**src/common/arp_pkg.sv**
```systemverilog
`default_nettype none

package arp_pkg;

  // Frame framing
  localparam int preamble_bytes = 7;
  localparam logic [7:0] preamble_byte = 8'h55;
  localparam logic [7:0] sfd_byte = 8'hD5;

  // Bytes after the SFD up to the FCS, padded to the Ethernet minimum
  localparam logic [5:0] body_bytes = 6'd60;
  localparam int fcs_bytes = 4;

  // Idle cycles between frames
  localparam int ifg_bytes = 12;

  // Ethernet header
  localparam logic [15:0] eth_type_arp = 16'h0806;

  // ARP request fields
  localparam logic [15:0] arp_htype_eth = 16'h0001;    // Ethernet hardware
  localparam logic [15:0] arp_ptype_ipv4 = 16'h0800;   // IPv4 protocol
  localparam logic [7:0] arp_hlen = 8'h06;
  localparam logic [7:0] arp_plen = 8'h04;
  localparam logic [15:0] arp_oper_request = 16'h0001;

  // CRC-32 as used by the Ethernet FCS, LSB first on the wire
  localparam logic [31:0] crc32_poly_reflected = 32'hEDB88320;
  localparam logic [31:0] crc32_init = 32'hFFFFFFFF;

  // FCS seen as one word by the CRC logic and as wire bytes by the sequencer
  typedef union packed {
    logic [31:0] word;
    logic [3:0][7:0] bytes;                            // Byte 0 goes out first
  } fcs_word_u;

endpackage

`default_nettype wire

```
**src/common/crc_if.sv**
```systemverilog
`timescale 1ns/1ps
`default_nettype none

interface crc_if;

  logic clear;                  // Reload the register with the init value
  logic update;                 // Fold data in on this cycle
  logic [7:0] data;             // Byte currently on its way to the PHY
  arp_pkg::fcs_word_u fcs;      // Complemented register value

  modport crc_gen (
    input  clear,
    input  update,
    input  data,
    output fcs
  );

  modport crc_user (
    output clear,
    output update,
    output data,
    input  fcs
  );

endinterface

`default_nettype wire

```
**src/verilog/arp_field_mux.sv**
```systemverilog
`timescale 1ns/1ps
`default_nettype none

module arp_field_mux #(
  parameter logic [47:0] src_mac = 48'h0,
  parameter logic [31:0] src_ip = 32'h0,
  parameter logic [31:0] dst_ip = 32'h0
) (
  input  wire  [5:0] byte_index,
  output logic [7:0] field_byte
);

  // Byte of the source MAC, offset 0 is the most significant byte
  function automatic logic [7:0] mac_byte(input logic [5:0] off);
    return src_mac[(5 - off) * 8 +: 8];
  endfunction

  // Byte of an IPv4 address, offset 0 is the most significant byte
  function automatic logic [7:0] ip_byte(input logic [31:0] ip, input logic [5:0] off);
    return ip[(3 - off) * 8 +: 8];
  endfunction

  // 16-bit fields all start on even offsets
  function automatic logic [7:0] half_byte(input logic [15:0] value, input logic odd);
    return odd ? value[7:0] : value[15:8];
  endfunction

  always_comb
  begin
    field_byte = 8'h00;
    case (byte_index) inside
      [6'd0:6'd5]:
      begin
        field_byte = 8'hFF;                                       // Broadcast destination
      end
      [6'd6:6'd11]:
      begin
        field_byte = mac_byte(byte_index - 6'd6);                 // Ethernet source
      end
      [6'd12:6'd13]:
      begin
        field_byte = half_byte(arp_pkg::eth_type_arp, byte_index[0]);
      end
      [6'd14:6'd15]:
      begin
        field_byte = half_byte(arp_pkg::arp_htype_eth, byte_index[0]);
      end
      [6'd16:6'd17]:
      begin
        field_byte = half_byte(arp_pkg::arp_ptype_ipv4, byte_index[0]);
      end
      6'd18:
      begin
        field_byte = arp_pkg::arp_hlen;
      end
      6'd19:
      begin
        field_byte = arp_pkg::arp_plen;
      end
      [6'd20:6'd21]:
      begin
        field_byte = half_byte(arp_pkg::arp_oper_request, byte_index[0]);
      end
      [6'd22:6'd27]:
      begin
        field_byte = mac_byte(byte_index - 6'd22);                // Sender hardware address
      end
      [6'd28:6'd31]:
      begin
        field_byte = ip_byte(src_ip, byte_index - 6'd28);         // Sender protocol address
      end
      [6'd32:6'd37]:
      begin
        field_byte = 8'h00;                                       // Target MAC unknown
      end
      [6'd38:6'd41]:
      begin
        field_byte = ip_byte(dst_ip, byte_index - 6'd38);         // Target protocol address
      end
      default:
      begin
        field_byte = 8'h00;                                       // Padding to 60 bytes
      end
    endcase
  end

endmodule

`default_nettype wire

```
**src/verilog/eth_crc32.sv**
```systemverilog
`timescale 1ns/1ps
`default_nettype none

module eth_crc32 (
  input  wire    tx_clk,
  input  wire    arst_n,
  crc_if.crc_gen crc
);

  logic [31:0] crc_q;
  logic [31:0] crc_next;

  // One byte per cycle, bit 0 of the data enters first
  always_comb
  begin
    crc_next = crc_q ^ {24'h000000, crc.data};
    for (int bit_i = 0; bit_i < 8; bit_i++)
    begin
      if (crc_next[0])
      begin
        crc_next = (crc_next >> 1) ^ arp_pkg::crc32_poly_reflected;
      end
      else
      begin
        crc_next = crc_next >> 1;
      end
    end
  end

  always_ff @(posedge tx_clk or negedge arst_n)
  begin
    if (!arst_n)
    begin
      crc_q <= arp_pkg::crc32_init;
    end
    else if (crc.clear)                       // Clear wins over update
    begin
      crc_q <= arp_pkg::crc32_init;
    end
    else if (crc.update)
    begin
      crc_q <= crc_next;
    end
  end

  // Low byte of the inverted register is the first FCS byte on the wire
  assign crc.fcs.word = ~crc_q;

endmodule

`default_nettype wire

```
**src/verilog/eth_tx_sequencer.sv**
```systemverilog
`timescale 1ns/1ps
`default_nettype none

module eth_tx_sequencer (
  input  wire        tx_clk,
  input  wire        arst_n,
  input  wire        send,
  output logic [5:0] byte_index,
  input  wire  [7:0] field_byte,
  crc_if.crc_user    crc,
  output logic       tx_en,
  output logic [3:0] tx_data_lo,
  output logic [3:0] tx_data_hi
);

  localparam logic [2:0] st_idle = 3'd0;
  localparam logic [2:0] st_pre = 3'd1;
  localparam logic [2:0] st_sfd = 3'd2;
  localparam logic [2:0] st_body = 3'd3;
  localparam logic [2:0] st_fcs = 3'd4;
  localparam logic [2:0] st_gap = 3'd5;

  logic [2:0] state_q;
  logic [2:0] state_d;
  logic [5:0] cnt_q;                          // Shared byte counter for every phase
  logic [5:0] cnt_d;
  logic       sending;
  logic [7:0] tx_byte;

  always_comb
  begin
    state_d = state_q;
    cnt_d = cnt_q + 6'd1;
    case (state_q)
      st_idle:
      begin
        cnt_d = 6'd0;
        if (send)
        begin
          state_d = st_pre;
        end
      end
      st_pre:
      begin
        if (cnt_q == arp_pkg::preamble_bytes - 1)
        begin
          state_d = st_sfd;
          cnt_d = 6'd0;
        end
      end
      st_sfd:
      begin
        state_d = st_body;
        cnt_d = 6'd0;
      end
      st_body:
      begin
        if (cnt_q == arp_pkg::body_bytes - 6'd1)
        begin
          state_d = st_fcs;
          cnt_d = 6'd0;
        end
      end
      st_fcs:
      begin
        if (cnt_q == arp_pkg::fcs_bytes - 1)
        begin
          state_d = st_gap;
          cnt_d = 6'd0;
        end
      end
      st_gap:
      begin
        if (cnt_q == arp_pkg::ifg_bytes - 1)  // Send sampled on the last gap cycle
        begin
          state_d = send ? st_pre : st_idle;
          cnt_d = 6'd0;
        end
      end
      default:
      begin
        state_d = st_idle;
        cnt_d = 6'd0;
      end
    endcase
  end

  always_ff @(posedge tx_clk or negedge arst_n)
  begin
    if (!arst_n)
    begin
      state_q <= st_idle;
      cnt_q <= 6'd0;
    end
    else
    begin
      state_q <= state_d;
      cnt_q <= cnt_d;
    end
  end

  // Byte for the current phase, zero outside a frame
  always_comb
  begin
    case (state_q)
      st_pre:  tx_byte = arp_pkg::preamble_byte;
      st_sfd:  tx_byte = arp_pkg::sfd_byte;
      st_body: tx_byte = field_byte;
      st_fcs:  tx_byte = crc.fcs.bytes[cnt_q[1:0]];
      default: tx_byte = 8'h00;
    endcase
  end

  assign sending = (state_q == st_pre) || (state_q == st_sfd) ||
                   (state_q == st_body) || (state_q == st_fcs);

  assign byte_index = cnt_q;
  assign crc.clear = (state_q == st_sfd);      // Fresh CRC before the first body byte
  assign crc.update = (state_q == st_body);
  assign crc.data = field_byte;

  always_ff @(posedge tx_clk or negedge arst_n)
  begin
    if (!arst_n)
    begin
      tx_en <= 1'b0;
      tx_data_lo <= 4'h0;
      tx_data_hi <= 4'h0;
    end
    else
    begin
      tx_en <= sending;
      tx_data_lo <= tx_byte[3:0];
      tx_data_hi <= tx_byte[7:4];
    end
  end

endmodule

`default_nettype wire

```
**src/verilog/arp_tx_top.sv**
```systemverilog
`timescale 1ns/1ps
`default_nettype none

module arp_tx_top #(
  parameter logic [47:0] src_mac = 48'hAC162D0B5AA2,
  parameter logic [31:0] src_ip = 32'hC0A80090,       // 192.168.0.144
  parameter logic [31:0] dst_ip = 32'hC0A800A6        // 192.168.0.166
) (
  input  wire       tx_clk,
  input  wire       arst_n,
  input  wire       send,
  output wire       tx_en,
  output wire [3:0] tx_data_lo,
  output wire [3:0] tx_data_hi
);

  wire [5:0] byte_index;
  wire [7:0] field_byte;

  crc_if crc_link ();

  arp_field_mux #(
    .src_mac (src_mac),
    .src_ip  (src_ip),
    .dst_ip  (dst_ip)
  ) field_mux_i (
    .byte_index (byte_index),
    .field_byte (field_byte)
  );

  eth_crc32 crc_i (
    .tx_clk (tx_clk),
    .arst_n (arst_n),
    .crc    (crc_link.crc_gen)
  );

  eth_tx_sequencer seq_i (
    .tx_clk     (tx_clk),
    .arst_n     (arst_n),
    .send       (send),
    .byte_index (byte_index),
    .field_byte (field_byte),
    .crc        (crc_link.crc_user),
    .tx_en      (tx_en),
    .tx_data_lo (tx_data_lo),
    .tx_data_hi (tx_data_hi)
  );

endmodule

`default_nettype wire

```
**config.mk**
```make
export PLATFORM = sky130hd
export DESIGN_NAME = arp_tx_top
export DESIGN_NICKNAME = d
export VERILOG_FILES = /design/src/common/arp_pkg.sv /design/src/common/crc_if.sv /design/src/verilog/arp_field_mux.sv /design/src/verilog/eth_crc32.sv /design/src/verilog/eth_tx_sequencer.sv /design/src/verilog/arp_tx_top.sv
export SDC_FILE = /design/constraint.sdc
export NUM_CORES = 1
export LEC_CHECK = 0
export BUFFER_PORTS_ARGS = -buffer_cell sky130_fd_sc_hd__buf_2
export CORE_MARGIN = 4
export CORE_UTILIZATION = 38
export DETAILED_ROUTE_END_ITERATION = 8
export GPL_TIMING_DRIVEN = 1
export PLACE_DENSITY = 0.65
export SLEW_MARGIN = 20
export SYNTH_ARGS = -nofsm -noshare
export SYNTH_HDL_FRONTEND = slang
export SYNTH_HIERARCHICAL = 1
export SYNTH_SLANG_ARGS = --single-unit
```
**constraint.sdc**
```tcl
create_clock -name tx_clk -period 8.3 [get_ports tx_clk]
set_input_delay 0.415 -clock tx_clk [delete_from_list [all_inputs] [get_ports tx_clk]]
set_output_delay 0.415 -clock tx_clk [all_outputs]
set_load 0.02 [all_outputs]
```
; ---- Word-level counts from Yosys, hierarchy flattened
; Index checks and enable logic that the tools add are counted.
[word_totals]
output_inout_bits = 9
reg_bits = 50
input_bits = 3
[op_classes]
add_sub_neg = 9
shifts = 4
muxes = 40
n_bitwise = 10
reduce_logical = 16
n_eq_ne = 16
n_lt_le_gt_ge = 21
[op_table]
columns = cell, n
row1 = 2-to-1 mux 32 bit, 10
row2 = NOT 13 -> 14 bit, 8
row3 = 2-to-1 mux 8 bit, 13
row4 = "variable part select 48 x 33 -> 8 bit, first input constant", 2
row5 = "variable part select 32 x 33 -> 8 bit, first input constant", 2
row6 = NOT 32 bit, 1
row7 = case mux 8 bit (4 select lines), 1
row8 = XOR 32 x 8 -> 32 bit, 1
row9 = ">= comparator 6 x 5 -> 1 bit, second input constant", 4
row10 = "less-or-equal comparator 6 x 5 -> 1 bit, second input constant", 4
row11 = 2-to-1 mux 6 bit, 4
row12 = case mux 6 bit (4 select lines), 1
row13 = "less-or-equal comparator 6 x 4 -> 1 bit, second input constant", 3
row14 = case mux 3 bit (6 select lines), 1
row15 = binary-select mux 8 bit (select 2 bit), 1
row16 = 2-to-1 mux 3 bit, 5
row17 = "subtractor 2 x 6 -> 7 bit, first input constant", 2
row18 = "subtractor 3 x 6 -> 7 bit, first input constant", 2
row19 = "equality test 6 x 5 -> 1 bit, second input constant", 2
row20 = ">= comparator 6 x 4 -> 1 bit, second input constant", 2
row21 = ">= comparator 6 bit, second input constant", 2
row22 = "less-or-equal comparator 6 bit, second input constant", 2
row23 = "subtractor 6 x 5 -> 6 bit, second input constant", 2
row24 = logical AND 1 bit, 10
row25 = other kinds (22), 31

; ---- Longest topological paths before layout
[depth]
ltp_word = 34
ltp_mapped = 16
mapped_depth_nobuf = 13

; ---- Cells and area by module
; The synthesis kept the hierarchy.
[modules_own_cells]
columns = module, instances, seq_area_each_um2, cells_each, area_per_inst_um2
row1 = eth_crc32, 1, 840.8, 220, 2187.1
row2 = eth_tx_sequencer, 1, 450.4, 108, 1201.2
row3 = arp_field_mux, 1, 0.0, 143, 997.2

; ---- Worst setup path before layout
; Ideal clock, no wire load.
[synth_path]
kind = register to register
start = reg seq_i.cnt_q[3], in the netlist seq_i/byte_index[3]
end = reg crc_i.crc_q[24]
arrival_time_ns = 3.602
period_less_slack_ns = 3.675
slack_ns = 4.625
path_buffers = 3
t_required_ns = 8.227
stages_incl_launch_ff = 16
path_cell_list = dfrtp_1 > buf_6 > inv_1 > ha_1 > buf_6 > or2_2 > a221oi_2 > nor3_1 > a211oi_2 > o22ai_1 > buf_4 > xnor2_2 > xnor2_4 > xor3_1 > xnor2_1 > a21oi_1
[synth_lines]
columns = item, line
row1 = start: declaration, eth_tx_sequencer.sv:25  ; logic [5:0] cnt_q;
row2 = start signal: assignment, eth_tx_sequencer.sv:98  ; cnt_q <= cnt_d;
row3 = subtractor 6 bit, arp_field_mux.sv:78  ; field_byte = ip_byte(dst_ip, byte_index - 6'd38);
row4 = subtractor 2 x 6 -> 7 bit, arp_field_mux.sv:20  ; return ip[(3 - off) * 8 +: 8];
row5 = variable part select 32 x 33 -> 8 bit, arp_field_mux.sv:20
row6 = 2-to-1 mux 8 bit (11 in a row), arp_field_mux.sv:31  ; case (byte_index) inside
row7 = 2-to-1 mux 8 bit *, arp_field_mux.sv:31
row8 = net field_byte[1], arp_tx_top.sv:18  ; wire [7:0] field_byte;
row9 = XOR 32 x 8 -> 32 bit *, eth_crc32.sv:16  ; crc_next = crc_q ^ {24'h000000, crc.data};
row10 = 2-to-1 mux 32 bit * (2 in a row), eth_crc32.sv:19  ; if (crc_next[0])
row11 = [3 not listed], -
row12 = NOT 13 -> 14 bit (no line), -
row13 = 2-to-1 mux 32 bit *, eth_crc32.sv:19
row14 = NOT 13 -> 14 bit (no line), -
row15 = 2-to-1 mux 32 bit * (2 in a row), eth_crc32.sv:19
row16 = NOT 13 -> 14 bit (no line), -
row17 = 2-to-1 mux 32 bit *, eth_crc32.sv:19
row18 = 2-to-1 mux 32 bit *, eth_crc32.sv:40  ; else if (crc.update)
row19 = 2-to-1 mux 32 bit *, eth_crc32.sv:36  ; else if (crc.clear)
row20 = end signal: assignment, eth_crc32.sv:34  ; crc_q <= arp_pkg::crc32_init;
row21 = end signal: assignment, eth_crc32.sv:38  ; crc_q <= arp_pkg::crc32_init;
row22 = end signal: assignment, eth_crc32.sv:42  ; crc_q <= crc_next;
row23 = end: declaration, eth_crc32.sv:10  ; logic [31:0] crc_q;
; Mark *: on every way through the listed nets, which the timed path passes. The rest lies on a longest branch. The select of a mux whose other input is x is not followed.
; A chain may end at the register's enable or synchronous reset.

; ---- Final worst setup path
[layout_path]
start = reg seq_i.cnt_q[1], in the netlist seq_i/byte_index[1]
end = reg crc_i.crc_q[24]
[layout_lines]
columns = item, line
row1 = subtractor 6 bit, arp_field_mux.sv:78
row2 = subtractor 2 x 6 -> 7 bit, arp_field_mux.sv:20
row3 = variable part select 32 x 33 -> 8 bit, arp_field_mux.sv:20
row4 = 2-to-1 mux 8 bit (11 in a row), arp_field_mux.sv:31
row5 = 2-to-1 mux 8 bit *, arp_field_mux.sv:31
row6 = net field_byte[5], arp_tx_top.sv:18
row7 = XOR 32 x 8 -> 32 bit *, eth_crc32.sv:16
row8 = 2-to-1 mux 32 bit * (7 in a row), eth_crc32.sv:19
row9 = NOT 13 -> 14 bit (no line), -
row10 = 2-to-1 mux 32 bit *, eth_crc32.sv:19
row11 = 2-to-1 mux 32 bit *, eth_crc32.sv:40
row12 = 2-to-1 mux 32 bit *, eth_crc32.sv:36
; Marks and branches as above.

==> impl_results.md <==
- Top cells by area, synth: dfstp_2 19%, xnor2_1 10%, dfrtp_1 10%, xnor2_2 4.5%, nor2_1 4.0%
- Adder-Cell Fraction of Synth Area: 0.0228
- CP Data Required Time: roughly 8500 ps
- Initial antenna violation count: 0
- # setup viols final: 0
- Largest net degree at the start of global routing: a little over 50
- Top-level I/O count: 12
- CTS Sinks: 50
- # DRC: 0
- Max Clock Freq: 0.210 GHz
- Fill count: around 1100
- Die span in x: ~120 µm
- Largest family of logic cells by synthesized area: XOR/XNOR gates
- Total GRT Usage: 0.166
- Syn nets: around 480
- Simple-gate share of the synthesized area: 0.160
- Setup crit end kind: register
- Via density: 5.40
- GR Layer Usage met3: 0.0303
- Synth async-reset ratio: 1.00
- Via count: roughly 3200
- Worst Setup Path Type: register to register
- Met1 Usage GRT: 0.215
- # resized after CTS: 0
- Setup Fix Bufs, Post-CTS: 0
- Syn avg cell area: a little over 9 µm²
- Syn-to-layout area delta: 4.17%
- Top-count cell post-synth: xnor2_1
- Critical path arrival: ~5000 ps
- Core area: 0.0111 mm²
- Mapped cell area: ~0.0044 mm²
- Die area: ~0.013 mm²
- Share of cells above drive strength 1: 0.226
- Actual slew at the worst max-slew pin: a little over 900 ps
- XOR/XNOR share of the synthesized area: 0.197
- Clk_skew: between 6 and 7 ps
- Startpoint Class: register
- Drt total wl: roughly 10 mm
- IO Port Bufs: 11
- Dpl hpwl: between 7 and 8 mm
- Mux cell area share after synthesis: 0.0468
- GRT busiest layer: met2
- Netlist cell types: between 70 and 80
- Final Max Slew Viols: 0
- M2 GR Usage: 0.287
- Initial Util: 0.396
- Routed wire per std cell: about 17 µm
- Total iterations of the first detailed-routing run: 4
- Cts bufs inserted: 5
- Hold crit path type: primary input to asynchronous set/reset pin
- Maxcap violations: 0
- Commonest cells post-synth: 52 x xnor2_1, 47 x nor2_1, 40 x inv_1
- CTS Root Cell: clkbuf_16
- Drt first-iter violations: between 200 and 300
- Final period utilization: 0.574
- # diodes: 0
- Number of flops mapped to enable cells by yosys: 0
- Worst Path Max Fanout: 38
- Routed Antenna Nets: 0
- Compound-gate portion of the synthesized area: 0.192
- Clk slew on worst S/H paths: about 70 ps
- Seq cells post-synth: 50
- Final Critical Period: roughly 4800 ps
- Seq/Total Area, Yosys: 0.294
- Hold buffers post-CTS: 0
- Synth top area share: 0.192
- H-tree Lvls: 2
- RSZ-0062 raised after global routing: false
- Relative slew slack: 0.392
- Leading area contributor after synthesis: dfstp_2
- CTS tree: yes
- Total Nets Final: 470
- Final hold vios: 0
- Outcome: finished clean
- Gpl congestion: slightly below 1
- Main flop type after synthesis: dfstp_2
- Final TNS setup: 0 ps
- GR Overflow Total: 0
- Synthesized instance count: 471
- Die Y-Extent: 115 µm
- CTS max path bufs: 2
- Num rows: 38
- Vias in the first global route: 3392
- Syn. warnings: 6
- First-pass GRT wire length: 17.7 mm
- Clk Latency, worst-skew pair: between 200 and 300 ps
-- per-stage QoR --
stage | instance area (µm²) | hold WS [ps] | util | std cells | setup WS [ps]
4_1_cts | 4570 | 259 | 0.412 | 600 | 3510
3_5_place_dp | 4430 | 541 | 0.399 | 592 | 3580
5_1_grt | 4570 | 294 | 0.412 | 600 | 3220
3_3_place_gp | 4430 | 524 | 0.399 | 592 | 3710
2_1_floorplan | 4390 | 119 | - | 471 | 4630
6_report | 4570 | 243 | 0.412 | 600 | 3540
-- worst paths after layout --
check                                 endpoint  slack [ps]  depth (start not counted)                start
hold / removal             seq_i/tx_data_hi[0]         240                          2               arst_n
max in group asynchronous  seq_i/tx_data_lo[3]        7640                          2               arst_n
setup / recovery               crc_i/crc_q[24]        3540                         14  seq_i/byte_index[1]
hold reg to reg                 crc_i/crc_q[9]         550                          2       crc_i/crc_q[9]
min in group tx_clk           seq_i/state_q[0]         480                          3                 send
setup reg to reg               crc_i/crc_q[24]        3540                         14  seq_i/byte_index[1]
-- layout make-up --
cell class                 instances  area (µm²)  area share
clock buffer                       6         129      0.0282
tap                              140         175      0.0383
sequential                        50        1290       0.283
multi-input combinational        344        2710       0.593
inverter                          42         158      0.0345
clock inverter                     2        13.8     0.00301
timing repair buffer              16        92.6      0.0203
-- sequential cells by signal, indices dropped and copies added, names as in the netlist --
signal and count:
seq_i/tx_data_lo 4, seq_i/state_q 3, seq_i/tx_data_hi 4, seq_i/byte_index 6, seq_i/tx_en 1, crc_i/crc_q 32
-- worst max-delay path, cell delays in order, from the launching register on --
cell,delay [ps]
dfrtp_1,320
buf_4,420
clkinv_1,340
ha_1,650
mux2_2,380
a22oi_1,200
a21oi_1,110
nor3b_1,290
a21oi_1,110
o21ai_0,380
xnor2_2,230
xnor2_2,470
xor3_1,460
xnor2_1,150
a21oi_1,180
-- cell usage in the layout, fill, tap and decap left out, types with 5 or more instances in the layout --
master      n
nor2_1     47
ha_1        8
dfstp_2    32
mux4_2      7
inv_1      40
xnor2_1    52
o21bai_1    9
nand2_1    19
nor2b_1     5
a211o_1    12
nand2b_1   10
nand3_1    17
a21oi_1    32
clkbuf_16   5
a31oi_1     5
xnor2_2    12
buf_2      11
o21ai_0    18
buf_4       5
nor3_1     12
dfrtp_1    18
xor2_1     12
-- cells by family (layout without fill, tap and decap cells) --
kind of cell | after synthesis | count (layout)
fa+ha+maj | 8 | 8
buf+inv | 77 | 66
compound gates | 112 | 112
simple gates | 134 | 134
xor+xnor | 80 | 80
mux | 10 | 10
flops | 50 | 50
-- layer usage --
metal / part of all wire / vias to the layer above
li1: - / 1583
met1: 0.46 / 1593
met2: 0.49 / 52
met3: 0.032 / 10
met4: 0.013 / 0
met5: 0 / -
Power is not shown: default switching activity piles up to over one toggle a cycle in this logic, so the estimate is an artifact.
